--- config.mk ---
export PLATFORM = sky130hd
export DESIGN_NAME = pss_cfo_calc
export DESIGN_NICKNAME = d
export VERILOG_FILES = /design/src/hdl/pss_pkg.sv /design/src/hdl/pss_cfo_calc.sv
export VERILOG_INCLUDE_DIRS = /design/src /design/src/hdl
export SDC_FILE = /design/constraint.sdc
export NUM_CORES = 2
export LEC_CHECK = 0
export BUFFER_PORTS_ARGS = -buffer_cell sky130_fd_sc_hd__buf_2
export CAP_MARGIN = 20
export CORE_MARGIN = 2
export CORE_UTILIZATION = 60
export CTS_CLUSTER_SIZE = 16
export DETAILED_ROUTE_END_ITERATION = 10
export GPL_ROUTABILITY_DRIVEN = 0
export PLACE_DENSITY = 0.84
export SLEW_MARGIN = 20
export SYNTH_ARGS = -nofsm -noshare
export SYNTH_HDL_FRONTEND = slang
export SYNTH_SLANG_ARGS = --single-unit
--- constraint.sdc ---
create_clock -name clk_i -period 9.6 [get_ports clk_i]
set_input_delay 2.88 -clock clk_i [delete_from_list [all_inputs] [get_ports clk_i]]
set_output_delay 2.88 -clock clk_i [all_outputs]
set_load 0.02 [all_outputs]
--- src/hdl/pss_cfg.svh ---
`ifndef PSS_CFG_SVH
`define PSS_CFG_SVH

// ----------------------------------------------------------------------
// datapath widths
// ----------------------------------------------------------------------

// width of one signed I or Q input component
`define PSS_SAMPLE_DW 8

// number of taps in each PSS sequence, the half length is derived from it
`define PSS_LEN 16

// half-sum component width, with one spare bit so a full half of
// extreme samples cannot wrap
`define PSS_ACC_DW (`PSS_SAMPLE_DW + $clog2(`PSS_LEN) + 1)

// each offset product component is the sum of two full products
`define PSS_PROD_DW (2 * `PSS_ACC_DW + 1)

// ----------------------------------------------------------------------
// peak detection
// ----------------------------------------------------------------------

// number of past correlator outputs in the average, keep it a power of two
`define PSS_WINDOW_LEN 8

// a peak must exceed the window average times 2**PSS_PEAK_SHIFT
`define PSS_PEAK_SHIFT 2

`endif

--- src/hdl/pss_pkg.sv ---
`include "pss_cfg.svh"

package pss_pkg;

    // one complex baseband sample
    typedef struct packed {
        logic signed [`PSS_SAMPLE_DW-1:0] re;
        logic signed [`PSS_SAMPLE_DW-1:0] im;
    } sample_t;

    // one half of a correlation sum
    typedef struct packed {
        logic signed [`PSS_ACC_DW-1:0] re;
        logic signed [`PSS_ACC_DW-1:0] im;
    } acc_t;

    // |re| + |im| of the full sum, which is one bit wider than a half-sum
    typedef logic [`PSS_ACC_DW+1:0] mag_t;

    typedef enum logic [1:0] {
        MODE_SEARCH = 2'd0,
        MODE_FIND   = 2'd1,
        MODE_PAUSE  = 2'd2
    } mode_t;

    // ------------------------------------------------------------------
    // tap sign patterns, one row per N_id_2
    // ------------------------------------------------------------------
    // entry k sits at bits [2k+1:2k]; bit 1 negates re and bit 0 negates im
    // entry 0 meets the oldest sample of the window
    localparam logic [2:0][`PSS_LEN-1:0][1:0] PSS_TAPS = {
        32'he61a_8f53,
        32'h4b27_d0e9,
        32'h9c5e_36a1
    };

endpackage

--- src/hdl/pss_cfo_calc.sv ---
`timescale 1ns/1ps
`include "pss_cfg.svh"

module pss_cfo_calc import pss_pkg::*; (
    input  logic                           clk_i,
    input  logic                           reset_ni,
    input  acc_t                           c0_i,
    input  acc_t                           c1_i,
    input  logic                           start_i,
    output logic signed [`PSS_PROD_DW-1:0] cfo_re_o,
    output logic signed [`PSS_PROD_DW-1:0] cfo_im_o,
    output logic                           done_o
);

    localparam int MUL_DW = 2 * `PSS_ACC_DW;

    // ------------------------------------------------------------------
    // stage 1, partial products of conj(c0) * c1
    // ------------------------------------------------------------------
    logic signed [MUL_DW-1:0] p_rr_q;
    logic signed [MUL_DW-1:0] p_ii_q;
    logic signed [MUL_DW-1:0] p_ri_q;
    logic signed [MUL_DW-1:0] p_ir_q;
    logic s1_valid_q;

    always_ff @(posedge clk_i) begin
        if (start_i) begin
            p_rr_q <= c0_i.re * c1_i.re;
            p_ii_q <= c0_i.im * c1_i.im;
            p_ri_q <= c0_i.re * c1_i.im;
            p_ir_q <= c0_i.im * c1_i.re;
        end
    end

    // ------------------------------------------------------------------
    // stage 2, combine into the complex result
    // ------------------------------------------------------------------
    // the angle of this product is the phase step between the two halves
    always_ff @(posedge clk_i) begin
        if (s1_valid_q) begin
            cfo_re_o <= p_rr_q + p_ii_q;
            cfo_im_o <= p_ri_q - p_ir_q;
        end
    end

    always_ff @(posedge clk_i) begin
        if (!reset_ni) begin
            s1_valid_q <= 1'b0;
            done_o <= 1'b0;
        end else begin
            s1_valid_q <= start_i;
            done_o <= s1_valid_q;
        end
    end

endmodule

==> results.json <==
{
  "clock-sinks": 160,
  "ys_seq_area_frac": 0.147,
  "syn-num-nets": 4352,
  "hold_viol_final": 0,
  "cp_max_fo": 14,
  "initialDrtViolationCount": 1536,
  "finalCritPeriodShare": 0.898,
  "crit_start": "c0_i[25]",
  "drive_above_1_share": 0.0517,
  "slew_headroom": 0.411,
  "hold_buffers": 0,
  "vias_per_cell": 5.53,
  "required_ns": 9.83,
  "pin_count": 110,
  "max_freq_mhz": 116,
  "cp_data_arrival_time_ns": 8.85,
  "clkLatencyLatePin_ns": 0.48,
  "drt-total-wl_um": 68100,
  "start_util": 0.607,
  "clock_skew_ns": 0.0183,
  "fin_tns_setup_ns": 0,
  "post-route-min-period_ns": 8.62,
  "final_common_cell": "inv_1",
  "cts_buffer_depth": 2,
  "met2_length_um": 32500,
  "drv_cap": 0,
  "netlist_area_um2": 32700,
  "io_buffers": 109,
  "status": "finished, final reports clean",
  "min_from": "p_rr_q[0]$_DFFE_PP_",
  "core-area_um2": 53800,
  "grt_pass1_vias": 24000,
  "r2r-start": "p_ir_q[1]$_DFFE_PP_",
  "grtUsageTotal": 0.262,
  "overflow": 0,
  "yosysWarnings": 0,
  "dr.max_layer_used": "met5",
  "htreeDepth": 4,
  "syn_area_per_cell_um2": 9.82,
  "synth.distinct_cells": 63,
  "grt_pass1_wl_um": 117000,
  "synthFlopType": "edfxtp_1",
  "area_delta_synth_final_pct": 5.51,
  "die_area_um2": 56300,
  "synth_cells": 3327,
  "rsz0062_at_grt": "no",
  "die_w_um": 237,
  "final_nets": 4396,
  "cts_resized": 0,
  "grt_antenna_before_repair": 7,
  "post-route-drc-count": 0,
  "min_path_type": "flip-flop to flip-flop",
  "async_reset_ff_frac": 0,
  "ff2ff_setup_slack_ns": 6.48,
  "startpoint_type": "input port",
  "wl_met1_um": 28100,
  "die_h_um": 237,
  "synth_enable_flop_cells": 158,
  "worstMarginPinSlew_ns": 0.882,
  "drt_first_pass_iters": 5,
  "cts_buffers": 17,
  "ant_nets": 0,
  "postCtsSetupRepairBufs": 0,
  "grt_max_degree": 59,
  "drv_slew": 0,
  "routedWlPerCell_um": 16.7,
  "num_rows": 85,
  "final_cell_mix": "723 x inv_1, 650 x fa_1, 385 x nand2_1, 320 x ha_1, 302 x and2_1",
  "tritoncts": "done",
  "finalSetupViolations": 0,
  "hpwl_um": 53700,
  "cts.clk_slew.worst_paths_ns": 0.07,
  "endpoint_kind": "flip-flop",
  "cts-root-buf": "clkbuf_16",
  "synth-seq-cells": 160,
  "route.met3.wl_um": 5220,
  "path_class": "input port to flip-flop",
  "num_vias": 22600
}
-- cell usage after synthesis (4+ instances only) --
library cell,n,area share
a211o_1,6,0.0016
nand4_1,6,0.0011
a21boi_0,5,0.0011
a31oi_1,8,0.0015
o31ai_1,9,0.0021
o21ai_0,48,0.0074
nor2b_1,16,0.0031
xor2_1,27,0.0072
nand2b_1,21,0.0040
nand2_1,385,0.044
xnor2_1,118,0.032
a21o_1,38,0.0087
edfxtp_1,158,0.15
and2_1,302,0.058
a21oi_1,78,0.012
inv_1,723,0.083
o21bai_1,18,0.0041
o21a_1,28,0.0064
fa_1,650,0.40
a211oi_1,13,0.0030
nor2_1,112,0.013
nor3_1,36,0.0055
or3_1,6,0.0011
nand3_1,18,0.0028
clkbuf_1,108,0.012
ha_1,320,0.12
o2111ai_1,5,0.0013
and3_1,6,0.0011
o211ai_1,4,0.00092
-- stage by stage --
stage | instance area, um^2 | std cells | setup slack, ns | utilization | hold WS [ns]
floorplan | 32700 | 3327 | 0.927 | - | 0.513
global placement | 33900 | 4048 | 0.791 | 0.629 | 0.527
detailed placement | 33900 | 4048 | 0.565 | 0.629 | 0.540
CTS | 34500 | 4080 | 1.05 | 0.640 | 0.552
global route | 34500 | 4081 | 0.728 | 0.640 | 0.581
finish | 34500 | 4081 | 0.980 | 0.640 | 0.545
-- final timing paths --
kind	endpoint	cells after the start
worst max-delay path	p_rr_q[25]$_DFFE_PP_	19
worst min-delay path	cfo_re_o[0]$_DFFE_PP_	1
worst max register to register	cfo_im_o[25]$_DFFE_PP_	10
worst min register to register	cfo_re_o[0]$_DFFE_PP_	1
-- critical path, stage by stage --
cell      delay [ns]
buf_2           0.29
and2_1          0.24
inv_1           0.07
fa_1            0.50
fa_1            0.81
inv_1           0.12
fa_1            0.50
fa_1            0.47
fa_1            0.47
ha_1            0.29
ha_1            0.35
a21oi_2         0.20
o21bai_1        0.08
a211o_1         0.36
or3_1           0.34
nor3_2          0.18
nor3_1          0.14
o211ai_1        0.20
or3b_1          0.36
-- flip-flops by register name, summed over array words and instances, names as in the netlist --
signal / count
p_rr_q: 26
cfo_im_o: 27
p_ri_q: 26
s1_valid_q: 1
p_ii_q: 26
cfo_re_o: 27
p_ir_q: 26
done_o: 1
-- logic make-up after synthesis --
group / share of synthesized area
compound gates: 0.0590
xor+xnor: 0.0389
fa+ha+maj: 0.521
buf+inv: 0.0956
flops: 0.147
mux: 0.000920
simple gates: 0.138
-- layer usage --
metal / up-vias / GRT usage
met4: 12 / 0.0871
met2: 835 / 0.432
met5: - / 0
li1: 10300 / -
met1: 11300 / 0.355
met3: 115 / 0.0451
-- area by class of cell --
cell class                      count  area [um^2]
Tap cell                          696          871
Sequential cell                   160         4790
Inverter                          723         2710
Fill cell                        4179        19400
Clock inverter                     13          163
Clock buffer                       19          433
Multi-Input combinational cell   2335        24800
Timing Repair Buffer              134          736
Antenna cell                        1         2.50
Power is left out: the tool's default activity adds up to more than one toggle a clock period on the data nets, which glitch-free logic cannot reach.
