<file path="src/hdl/pss_cfg.svh">
`ifndef PSS_CFG_SVH
`define PSS_CFG_SVH

// ----------------------------------------------------------------------
// datapath widths
// ----------------------------------------------------------------------

// width of one signed I or Q input component
`define PSS_SAMPLE_DW 8

// number of taps in each PSS sequence, the half length is derived from it
`define PSS_LEN 16

// half-sum component width, with one spare bit so a full half of
// extreme samples cannot wrap
`define PSS_ACC_DW (`PSS_SAMPLE_DW + $clog2(`PSS_LEN) + 1)

// each offset product component is the sum of two full products
`define PSS_PROD_DW (2 * `PSS_ACC_DW + 1)

// ----------------------------------------------------------------------
// peak detection
// ----------------------------------------------------------------------

// number of past correlator outputs in the average, keep it a power of two
`define PSS_WINDOW_LEN 8

// a peak must exceed the window average times 2**PSS_PEAK_SHIFT
`define PSS_PEAK_SHIFT 2

`endif

</file>
<file path="src/hdl/pss_pkg.sv">
`include "pss_cfg.svh"

package pss_pkg;

    // one complex baseband sample
    typedef struct packed {
        logic signed [`PSS_SAMPLE_DW-1:0] re;
        logic signed [`PSS_SAMPLE_DW-1:0] im;
    } sample_t;

    // one half of a correlation sum
    typedef struct packed {
        logic signed [`PSS_ACC_DW-1:0] re;
        logic signed [`PSS_ACC_DW-1:0] im;
    } acc_t;

    // |re| + |im| of the full sum, which is one bit wider than a half-sum
    typedef logic [`PSS_ACC_DW+1:0] mag_t;

    typedef enum logic [1:0] {
        MODE_SEARCH = 2'd0,
        MODE_FIND   = 2'd1,
        MODE_PAUSE  = 2'd2
    } mode_t;

    // ------------------------------------------------------------------
    // tap sign patterns, one row per N_id_2
    // ------------------------------------------------------------------
    // entry k sits at bits [2k+1:2k]; bit 1 negates re and bit 0 negates im
    // entry 0 meets the oldest sample of the window
    localparam logic [2:0][`PSS_LEN-1:0][1:0] PSS_TAPS = {
        32'he61a_8f53,
        32'h4b27_d0e9,
        32'h9c5e_36a1
    };

endpackage

</file>
<file path="src/hdl/pss_peak_detector.sv">
`timescale 1ns/1ps
`include "pss_cfg.svh"

module pss_peak_detector import pss_pkg::*; (
    input  logic clk_i,
    input  logic reset_ni,
    input  mag_t mag_i,
    input  logic valid_i,
    output logic peak_o
);

    localparam int WIN_LOG = $clog2(`PSS_WINDOW_LEN);
    localparam int SUM_DW = $bits(mag_t) + WIN_LOG;
    localparam int THR_DW = SUM_DW + `PSS_PEAK_SHIFT;

    mag_t win_q [`PSS_WINDOW_LEN];
    logic [SUM_DW-1:0] sum_q;
    logic [WIN_LOG:0] fill_q;
    logic full;
    logic [THR_DW-1:0] thresh;

    assign full = (fill_q == `PSS_WINDOW_LEN);

    // window average scaled up by the peak factor
    assign thresh = THR_DW'(sum_q >> WIN_LOG) << `PSS_PEAK_SHIFT;

    // ------------------------------------------------------------------
    // history of past magnitudes, win_q[0] is the newest
    // ------------------------------------------------------------------
    always_ff @(posedge clk_i) begin
        if (valid_i) begin
            win_q[0] <= mag_i;
            for (int k = 1; k < `PSS_WINDOW_LEN; k++) begin
                win_q[k] <= win_q[k-1];
            end
        end
    end

    // ------------------------------------------------------------------
    // running sum, fill level and the threshold test
    // ------------------------------------------------------------------
    always_ff @(posedge clk_i) begin
        if (!reset_ni) begin
            sum_q <= '0;
            fill_q <= '0;
            peak_o <= 1'b0;
        end else begin
            // the test uses the history before the new value joins it
            peak_o <= valid_i && full && (mag_i > thresh);
            if (valid_i) begin
                if (full) begin
                    // the oldest entry falls out as the new one enters
                    sum_q <= sum_q + SUM_DW'(mag_i)
                           - SUM_DW'(win_q[`PSS_WINDOW_LEN-1]);
                end else begin
                    sum_q <= sum_q + SUM_DW'(mag_i);
                    fill_q <= fill_q + 1'b1;
                end
            end
        end
    end

endmodule

</file>
<file path="config.mk">
export PLATFORM = sky130hd
export DESIGN_NAME = pss_peak_detector
export DESIGN_NICKNAME = d
export VERILOG_FILES = /design/src/hdl/pss_pkg.sv /design/src/hdl/pss_peak_detector.sv
export VERILOG_INCLUDE_DIRS = /design/src /design/src/hdl
export SDC_FILE = /design/constraint.sdc
export NUM_CORES = 1
export LEC_CHECK = 0
export BUFFER_PORTS_ARGS = -buffer_cell sky130_fd_sc_hd__buf_2
export CELL_PAD_IN_SITES_DETAIL_PLACEMENT = 1
export CELL_PAD_IN_SITES_GLOBAL_PLACEMENT = 1
export CORE_UTILIZATION = 27
export CTS_BUF_LIST = sky130_fd_sc_hd__clkbuf_8
export DETAILED_ROUTE_END_ITERATION = 10
export PLACE_DENSITY = 0.48
export SYNTH_ARGS = -nofsm -noshare
export SYNTH_HDL_FRONTEND = slang
export SYNTH_SLANG_ARGS = --single-unit
</file>
<file path="constraint.sdc">
create_clock -name clk_i -period 4.65 [get_ports clk_i]
set_input_delay 1.1625 -clock clk_i [delete_from_list [all_inputs] [get_ports clk_i]]
set_output_delay 1.1625 -clock clk_i [all_outputs]
set_load 0.02 [all_outputs]
</file>
==> results.sh <==
export IMPL_hold_viol=0
export IMPL_antennaDiodeCount=0
export IMPL_final_area_um2=7490
export IMPL_skew_ns=0.0108
export IMPL_synthXorXnorAreaFrac_pct=3.56
export IMPL_routed_wl_um=13600
export IMPL_synth_top_family_by_area="compound AO/OA/AOI/OAI gates"
export IMPL_synth_cell_types=49
export IMPL_slew_headroom_pct=51.6
export IMPL_placed_area_um2=7090
export IMPL_start_util_pct=27.9
export IMPL_cp_common_cell="o31ai_1"
export IMPL_rows=55
export IMPL_cp_top_family="compound AO/OA/AOI/OAI gates"
export IMPL_slowest_delay_ns=0.41
export IMPL_drtIter0Drc=200
export IMPL_async_flop_share_pct=0
export IMPL_setup_viol=0
export IMPL_grt_pass1_vias=4177
export IMPL_rsz0062_at_grt="no"
export IMPL_power_leakage_nw=2.90
export IMPL_ys_seq_area_share_pct=63.5
export IMPL_dp_cells=841
export IMPL_status="finished, final reports clean"
export IMPL_clk_latency_ns=0.45
export IMPL_grt_pass1_wl_um=22300
export IMPL_die_y_um=156
export IMPL_cts_tree="yes"
export IMPL_vias=3873
export IMPL_die_area_um2=24300
export IMPL_slowest_stage="o31ai_1"
export IMPL_synthToLayoutAreaGrowth_pct=17.0
export IMPL_cts_sinks=143
export IMPL_clk_path_buf_depth=2
export IMPL_crit_fanout=4
export IMPL_synth_cells=487
export IMPL_gp_congestion=0.780
export IMPL_synth_compound_area_share_pct=12.9
export IMPL_path_class="primary input to flip-flop"
export IMPL_ys_warn_count=0
export IMPL_start_kind="primary input"
export IMPL_drv_slew=0
export IMPL_io_pins=19
export IMPL_core_um2=22900
export IMPL_critPathCaptureType="flip-flop"
export IMPL_power_density_nw_per_um2=430
export IMPL_period_minus_slack_ns=4.28
export IMPL_final_util_pct=32.7
export IMPL_io_buffers=18
export IMPL_ir_worst_vdd_mv=0.170
export IMPL_crit_required_ns=5.03
export IMPL_holdBufCountCts=0
export IMPL_grt_max_degree=79
export IMPL_synth_edf_count=120
export IMPL_vias_per_cell=4.44
export IMPL_htreeDepth=4
export IMPL_grt_overflow=0
export IMPL_finalNonFillerCells=873
export IMPL_hold_path_class="flip-flop to flip-flop"
export IMPL_synth_area_um2=6400
export IMPL_nets=612
export IMPL_timing_final_crit_share_pct=92.0
export IMPL_wl_per_cell_um=15.6
export IMPL_maxCapViolCount=0
export IMPL_hpwl_um=9470
export IMPL_worstPathArrival_ns=4.66
export IMPL_syn_area_per_cell_um2=13.1
export IMPL_post_cts_buffers=0
export IMPL_cts_buffers_inserted=17
export IMPL_worst_path_buf_inv=3
export IMPL_drc=0
export IMPL_synth_fa_ha_area_share_pct=9.43
export IMPL_synthSimpleGateAreaFrac_pct=7.47
export IMPL_muxShareOfSynthArea_pct=0.469
export IMPL_clk_pin_slew_ns=0.08
export IMPL_path_cells="buf_2, ha_1, buf_4, nand2_1, o31ai_1, buf_4, nand2b_1, nand2b_1, a21oi_1, xnor2_1, ha_1, a21o_1, a21o_1, o31ai_1, o31ai_1, nand2_1, a31o_2, nand3_1, a21oi_1"
export IMPL_first_pass_iters=4
export IMPL_cts_resized=0
export IMPL_chipWidth_um=156
export IMPL_groute_usage_overall_pct=12.4
export IMPL_synth_net_count=552
export IMPL_root_buffer="clkbuf_8"
export IMPL_worst_pin_slew_ns=0.726
export IMPL_drtAntennaViolNets=0
export IMPL_synth_ff_type="edfxtp_1"
export IMPL_drive_above_1_share_pct=16.6
export IMPL_synth_seq_cells=143
export IMPL_nFillCells=2473
export IMPL_antenna_found_initial=0
export IMPL_fmax_mhz=234
## final timing paths
path | slack [ns] | endpoint | from | cells past startpoint
setup / recovery | 0.37 | sum_q[16] | mag_i[4] | 19
hold / removal | 0.42 | win_q[1][39] | win_q[1][24] | 0
setup reg to reg | 0.85 | sum_q[16] | sum_q[4] | 18
hold reg to reg | 0.42 | win_q[1][39] | win_q[1][24] | 0
## area by class of cell
class                           instances  area, um2  area share, %
Clock buffer                           17        234           3.12
Multi-Input combinational cell        298       2160           28.9
Inverter                               37        139           1.85
Tap cell                              313        392           5.23
Clock inverter                         15        160           2.14
Timing Repair Buffer                   50        337           4.50
Sequential cell                       143       4060           54.3
## sequential cells by signal, summed over array words and instances, names as in the netlist
name / cells
win_q: 120
sum_q: 18
fill_q: 4
peak_o: 1
## metal layers
metal | global-route usage (%) | up-vias | wire length, um
li1 | - | 1918 | -
met1 | 16.7 | 1901 | 6850
met2 | 19.0 | 37 | 6140
met3 | 3.22 | 17 | 386
met4 | 4.25 | 0 | 192
met5 | 0 | - | 0
## synthesized netlist by cell type, types with 8 or more instances
master | count | area [um2]
nand2_1 | 36 | 135
clkbuf_1 | 8 | 30.0
inv_1 | 36 | 135
ha_1 | 45 | 563
a21o_1 | 10 | 75.1
o21ai_0 | 26 | 130
a21oi_1 | 35 | 175
dfxtp_1 | 23 | 460
o21a_1 | 12 | 90.1
nor2_1 | 24 | 90.1
edfxtp_1 | 120 | 3600
xnor2_1 | 20 | 175
## power by group
part | internal (mW) | switching, mW
clock | 0.484 | 0.513
sequential | 1.48 | 0.0324
combinational | 0.319 | 0.388
total | 2.28 | 0.934
## placed cells by master (no fill, tap or decap), types with 3 or more instances in the layout
cell,n
a211oi_1,5
a21o_1,10
a21oi_1,35
a31oi_1,7
buf_2,17
buf_4,32
clkbuf_8,17
clkinv_2,4
clkinv_4,4
dfxtp_1,23
edfxtp_1,120
ha_1,45
inv_1,36
inv_6,3
mux2i_1,3
nand2_1,36
nand2b_1,7
nand3_1,6
nand4_1,5
nor2_1,24
nor2b_1,6
nor3_1,3
o211a_1,3
o211ai_1,3
o21a_1,12
o21ai_0,26
o31ai_1,3
or2_2,3
xnor2_1,20
xor2_1,6
## cells by family (layout without fill, tap and decap cells)
kind of cell | count (synthesis) | after routing
muxes | 3 | 3
adders and majority gates | 47 | 47
buffers and inverters | 46 | 119
DFF | 143 | 143
xor gates and xnor gates | 26 | 26
AOI/OAI and AO/OA | 122 | 122
and+or+nand+nor | 100 | 100
## worst register-to-register path, delay by kind of cell (launching register included)
family | cells | cell delay [ns]
AOI/OAI and AO/OA | 8 | 1.73
xor gates and xnor gates | 1 | 0.22
adders and majority gates | 2 | 0.65
buffers and inverters | 2 | 0.34
DFF | 1 | 0.34
and+or+nand+nor | 5 | 0.44
## per-stage QoR
stage	worst slack [ns]	hold WS [ns]	power, mW	setup TNS [ns]
2_1_floorplan	0.177	0.400	2.01	0
3_3_place_gp	-0.0853	0.401	2.24	-0.137
3_5_place_dp	-0.170	0.405	2.25	-0.332
4_1_cts	0.363	0.426	3.28	0
5_1_grt	0.133	0.429	3.41	0
6_report	0.371	0.423	3.22	0
Power figures use the tool's default switching activity.
