--- config.mk ---
export PLATFORM = sky130hd
export DESIGN_NAME = pss_correlator
export DESIGN_NICKNAME = d
export VERILOG_FILES = /design/src/hdl/pss_pkg.sv /design/src/hdl/pss_correlator.sv
export VERILOG_INCLUDE_DIRS = /design/src /design/src/hdl
export SDC_FILE = /design/constraint.sdc
export NUM_CORES = 2
export LEC_CHECK = 0
export ABC_AREA = 0
export BUFFER_PORTS_ARGS = -buffer_cell sky130_fd_sc_hd__buf_4
export CAP_MARGIN = 20
export CORE_MARGIN = 1
export CORE_UTILIZATION = 65
export CTS_BUF_LIST = sky130_fd_sc_hd__clkbuf_2
export DETAILED_ROUTE_END_ITERATION = 8
export PLACE_DENSITY = 0.84
export SYNTH_ARGS = -nofsm -noshare
export SYNTH_HDL_FRONTEND = slang
export SYNTH_SLANG_ARGS = --single-unit
--- constraint.sdc ---
create_clock -name clk_i -period 10.33 [get_ports clk_i]
set_input_delay 2.066 -clock clk_i [delete_from_list [all_inputs] [get_ports clk_i]]
set_output_delay 2.066 -clock clk_i [all_outputs]
set_load 0.05 [all_outputs]
--- src/hdl/pss_cfg.svh ---
`ifndef PSS_CFG_SVH
`define PSS_CFG_SVH

// ----------------------------------------------------------------------
// datapath widths
// ----------------------------------------------------------------------

// width of one signed I or Q input component
`define PSS_SAMPLE_DW 8

// number of taps in each PSS sequence, the half length is derived from it
`define PSS_LEN 16

// half-sum component width, with one spare bit so a full half of
// extreme samples cannot wrap
`define PSS_ACC_DW (`PSS_SAMPLE_DW + $clog2(`PSS_LEN) + 1)

// each offset product component is the sum of two full products
`define PSS_PROD_DW (2 * `PSS_ACC_DW + 1)

// ----------------------------------------------------------------------
// peak detection
// ----------------------------------------------------------------------

// number of past correlator outputs in the average, keep it a power of two
`define PSS_WINDOW_LEN 8

// a peak must exceed the window average times 2**PSS_PEAK_SHIFT
`define PSS_PEAK_SHIFT 2

`endif

--- src/hdl/pss_pkg.sv ---
`include "pss_cfg.svh"

package pss_pkg;

    // one complex baseband sample
    typedef struct packed {
        logic signed [`PSS_SAMPLE_DW-1:0] re;
        logic signed [`PSS_SAMPLE_DW-1:0] im;
    } sample_t;

    // one half of a correlation sum
    typedef struct packed {
        logic signed [`PSS_ACC_DW-1:0] re;
        logic signed [`PSS_ACC_DW-1:0] im;
    } acc_t;

    // |re| + |im| of the full sum, which is one bit wider than a half-sum
    typedef logic [`PSS_ACC_DW+1:0] mag_t;

    typedef enum logic [1:0] {
        MODE_SEARCH = 2'd0,
        MODE_FIND   = 2'd1,
        MODE_PAUSE  = 2'd2
    } mode_t;

    // ------------------------------------------------------------------
    // tap sign patterns, one row per N_id_2
    // ------------------------------------------------------------------
    // entry k sits at bits [2k+1:2k]; bit 1 negates re and bit 0 negates im
    // entry 0 meets the oldest sample of the window
    localparam logic [2:0][`PSS_LEN-1:0][1:0] PSS_TAPS = {
        32'he61a_8f53,
        32'h4b27_d0e9,
        32'h9c5e_36a1
    };

endpackage

--- src/hdl/pss_correlator.sv ---
`timescale 1ns/1ps
`include "pss_cfg.svh"

module pss_correlator import pss_pkg::*; #(
    parameter int unsigned N_ID = 0
) (
    input  logic    clk_i,
    input  logic    reset_ni,
    input  sample_t sample_i,
    input  logic    sample_valid_i,
    output mag_t    mag_o,
    output acc_t    c0_o,
    output acc_t    c1_o,
    output logic    valid_o
);

    localparam int HALF = `PSS_LEN / 2;

    // ------------------------------------------------------------------
    // sample window
    // ------------------------------------------------------------------
    // the stored history holds LEN-1 samples and the incoming sample
    // completes the window, so it lines up with the last tap
    sample_t dline_q [`PSS_LEN-1];
    sample_t win [`PSS_LEN];

    always_comb begin
        for (int k = 0; k < `PSS_LEN - 1; k++) begin
            win[k] = dline_q[k];
        end
        win[`PSS_LEN-1] = sample_i;
    end

    always_ff @(posedge clk_i) begin
        if (!reset_ni) begin
            for (int k = 0; k < `PSS_LEN - 1; k++) begin
                dline_q[k] <= '0;
            end
        end else if (sample_valid_i) begin
            for (int k = 0; k < `PSS_LEN - 1; k++) begin
                dline_q[k] <= win[k+1];
            end
        end
    end

    // ------------------------------------------------------------------
    // stage 1, half-sums of the window times the conjugate taps
    // ------------------------------------------------------------------
    acc_t h0;
    acc_t h1;
    acc_t s1_c0_q;
    acc_t s1_c1_q;
    logic s1_valid_q;

    // with taps of +-1 each product term is a signed add of re and im
    always_comb begin
        logic signed [`PSS_ACC_DW-1:0] a;
        logic signed [`PSS_ACC_DW-1:0] b;
        logic signed [`PSS_ACC_DW-1:0] term_re;
        logic signed [`PSS_ACC_DW-1:0] term_im;
        logic [1:0] tap;
        h0 = '0;
        h1 = '0;
        for (int k = 0; k < `PSS_LEN; k++) begin
            a = win[k].re;
            b = win[k].im;
            tap = PSS_TAPS[N_ID][k];
            term_re = (tap[1] ? -a : a) + (tap[0] ? -b : b);
            term_im = (tap[1] ? -b : b) - (tap[0] ? -a : a);
            if (k < HALF) begin
                h0.re = h0.re + term_re;
                h0.im = h0.im + term_im;
            end else begin
                h1.re = h1.re + term_re;
                h1.im = h1.im + term_im;
            end
        end
    end

    always_ff @(posedge clk_i) begin
        if (sample_valid_i) begin
            s1_c0_q <= h0;
            s1_c1_q <= h1;
        end
    end

    // ------------------------------------------------------------------
    // stage 2, full sum magnitude
    // ------------------------------------------------------------------
    logic signed [`PSS_ACC_DW:0] full_re;
    logic signed [`PSS_ACC_DW:0] full_im;
    logic [`PSS_ACC_DW:0] abs_re;
    logic [`PSS_ACC_DW:0] abs_im;

    assign full_re = s1_c0_q.re + s1_c1_q.re;
    assign full_im = s1_c0_q.im + s1_c1_q.im;
    assign abs_re = full_re[`PSS_ACC_DW] ? -full_re : full_re;
    assign abs_im = full_im[`PSS_ACC_DW] ? -full_im : full_im;

    always_ff @(posedge clk_i) begin
        if (s1_valid_q) begin
            c0_o <= s1_c0_q;
            c1_o <= s1_c1_q;
            mag_o <= abs_re + abs_im;
        end
    end

    always_ff @(posedge clk_i) begin
        if (!reset_ni) begin
            s1_valid_q <= 1'b0;
            valid_o <= 1'b0;
        end else begin
            s1_valid_q <= sample_valid_i;
            valid_o <= s1_valid_q;
        end
    end

    // the result of every accepted sample leaves exactly two cycles later
    assert property (@(posedge clk_i) disable iff (!reset_ni)
        sample_valid_i |-> ##2 valid_o);
    assert property (@(posedge clk_i) disable iff (!reset_ni)
        valid_o |-> $past(sample_valid_i, 2));

endmodule

==> run metrics <==
total number of vias=18,400; drt total wl=67,900 µm; DIE HEIGHT=221 µm; Final nets=3,333; DRC=0; Synth cell types=50; starting density of the core=66.5%; Tot GR Track Use=29.7%; layout cells sized above 1=9.83%; Syn Nets=3,187; worst slew pin tran=1.14 ns; hold buffers post-CTS=0; YS warnings=0; initial antenna violation count=3; FILL cells=3,165; PortBufs=86; Post-Synth Adder-Cell Area=41.2%; critical path data required time=11.17 ns; post-route minimum period=6.94 ns; pre-CTS WS=2.81 ns; XOR/XNOR share of the synthesized area=5.36%; crit path cell chain=inv_1 > ha_1 > or3b_2 > nor3_1 > a21oi_1 > fa_1 > fa_1 > inv_1 > fa_1 > inv_1 > fa_1 > fa_1 > inv_1 > fa_1 > inv_1 > ha_1 > or2_2 > a21oi_1 > a31oi_1 > a21o_1 > a21oi_1 > xnor2_1; Post-CTS Setup Repair Bufs=0; startpoint types=register; H-tree Lvls=3; setup violators final=0; Synth Area in Compound Gates=3.29%; Slew HR=24.2%; largest net degree at the start of global routing=132; Root Driver=clkbuf_2; wire per inst=20.5 µm; max cap viols=0; Synth Flop Type=edfxtp_1; Peak Freq=144 MHz; Tcrit/Tclk final=67.2%; row count=79; cell area after synthesis=0.0312 mm²; crit-path leading delay family=adder cells; Clk pin slew, worst setup/hold paths=0.09 ns; Final ANT Viol Nets=0; DIE WIDTH=221 µm; core area=0.0470 mm²; clock latency on the worst-skew pair=1.12 ns; Fin Setup TNS=0 ns; CP dominant cell by count=fa_1; worst hold path type=reg2reg; GP Congestion=0.927; crit end category=register; Seq cells post-synth=361; Worst EP arrival=7.78 ns; Post-Synthesis Cells=2,478; Post-synth EDFFs=359; GR Overflow Total=0; CTS tree=yes; post-route clock skew=0.0674 ns; TritonCTS Buffers=98; ys async rst share=0%; final core occ=71.2%; largest family of logic cells by synthesized area=adder cells; syn_area_per_cell=12.6 µm²; unrepaired setup endpoints after global routing=no; detailed-placement wirelength estimate=53,700 µm; Area growth, synth to finish=7.11%; Bufs and invs on worst path=5; Hold Vio Cnt, Final=0; Die ar.=0.0489 mm²; Setup CP Type=reg2reg; mux share of post-synthesis cell area=0.0361%; DRT Pass-1 Iters=5; slowest CP cell=edfxtp_1; post-CTS sizing=0; first-pass GRT wire length=111,000 µm; Simple-Gate Fraction of Synth Area=7.62%; Synth area leader=fa_1; drt first-iter violations=1,486; top cells by area, synth=fa_1 36%, edfxtp_1 35%, inv_1 7.3%, ha_1 5.2%, xnor2_1 3.8%; vias in the first global route=20,500; num ports=87; crit-path max FO=4; clk sinks=361; register area share after synthesis=34.7%; status=completed; DR vias/cell=5.56; top cell type's share of synthesized area=36.0%; Longest Clk Path Bufs=3; CP max stage delay=0.54 ns; post-route setup slack=3.39 ns; Max Slew Vio Count=0
==> area by class of cell <==
type / count / area (µm²) / area share (%)
timing repair buffer: 92 / 698 / 2.09
sequential: 361 / 10800 / 32.4
tap: 607 / 759 / 2.27
clock buffer: 139 / 696 / 2.08
clock inverter: 34 / 218 / 0.651
antenna: 3 / 7.51 / 0.0225
multi-input combinational: 1465 / 17900 / 53.7
inverter: 606 / 2270 / 6.81
==> flip-flops by register name (all words and copies together) (netlist names) <==
register and cells:
c1_o 26, mag_o 15, valid_o 1, s1_c1_q 26, s1_valid_q 1, c0_o 26
dline_q 240, s1_c0_q 26
==> path summary, 6_finish.rpt <==
path,start,depth (start not counted),end,slack (ns)
max,dline_q[1][24],22,s1_c1_q[25],3.39
min,s1_c1_q[3],0,c1_o[3],0.48
max reg2reg,dline_q[1][24],22,s1_c1_q[25],3.39
min reg2reg,s1_c1_q[3],0,c1_o[3],0.48
==> layer usage <==
| metal | global-route usage (%) | share of wire (%) | up-vias |
|---|---|---|---|
| li1 | - | - | 8118 |
| met1 | 40.8 | 41 | 9430 |
| met2 | 48.4 | 49 | 679 |
| met3 | 5.26 | 6.7 | 147 |
| met4 | 10.9 | 3.5 | 0 |
| met5 | 0 | 0 | - |
==> cells by family after synthesis <==
| kind of cell | after synthesis |
|---|---|
| AOI/OAI and AO/OA | 162 |
| and+or+nand+nor | 422 |
| adders and majority gates | 690 |
| xor gates and xnor gates | 190 |
| muxes | 1 |
| buffers and inverters | 652 |
| DFF | 361 |
==> Yosys cell counts (8+ instances only) <==
cell,n
a21o_1,23
a21oi_1,57
a31oi_1,8
and2_1,83
and3_1,162
clkbuf_1,46
edfxtp_1,359
fa_1,561
ha_1,129
inv_1,606
nand2_1,32
nand3_1,8
nor2_1,70
nor3_1,21
nor4_1,10
o21ai_0,28
o21bai_1,12
xnor2_1,137
xor2_1,52
==> stage by stage <==
step / cells / cell area, µm² / hold slack, ns
floorplan: 2478 / 31200 / 0.431
global placement: 3131 / 32500 / 0.456
detailed placement: 3131 / 32500 / 0.460
CTS: 3304 / 33400 / 0.482
global route: 3307 / 33400 / 0.490
finish: 3307 / 33400 / 0.478
==> placed cells by master (no fill, tap or decap), drive strengths merged, types with 3 or more instances in the layout <==
master	Yosys	routed
inv	606	607
fa	561	561
edfxtp	359	359
and3	162	162
clkbuf	46	139
xnor2	138	138
ha	129	129
buf	0	92
and2	83	83
nor2	70	70
a21oi	60	60
xor2	52	52
nand2	32	32
o21ai	31	31
clkinv	0	29
a21o	23	23
nor3	21	21
o21bai	12	12
nor4	10	10
a31oi	9	9
nand3	8	8
or3	8	8
nand2b	7	7
o21a	6	6
nor2b	6	6
or2	5	5
a211oi	4	4
or4	4	4
diode	0	3
o211ai	3	3
a31o	3	3
bufinv	0	3
o31ai	3	3
Power is left out: the tool's default activity adds up to more than one toggle a clock period on the data nets, which glitch-free logic cannot reach.
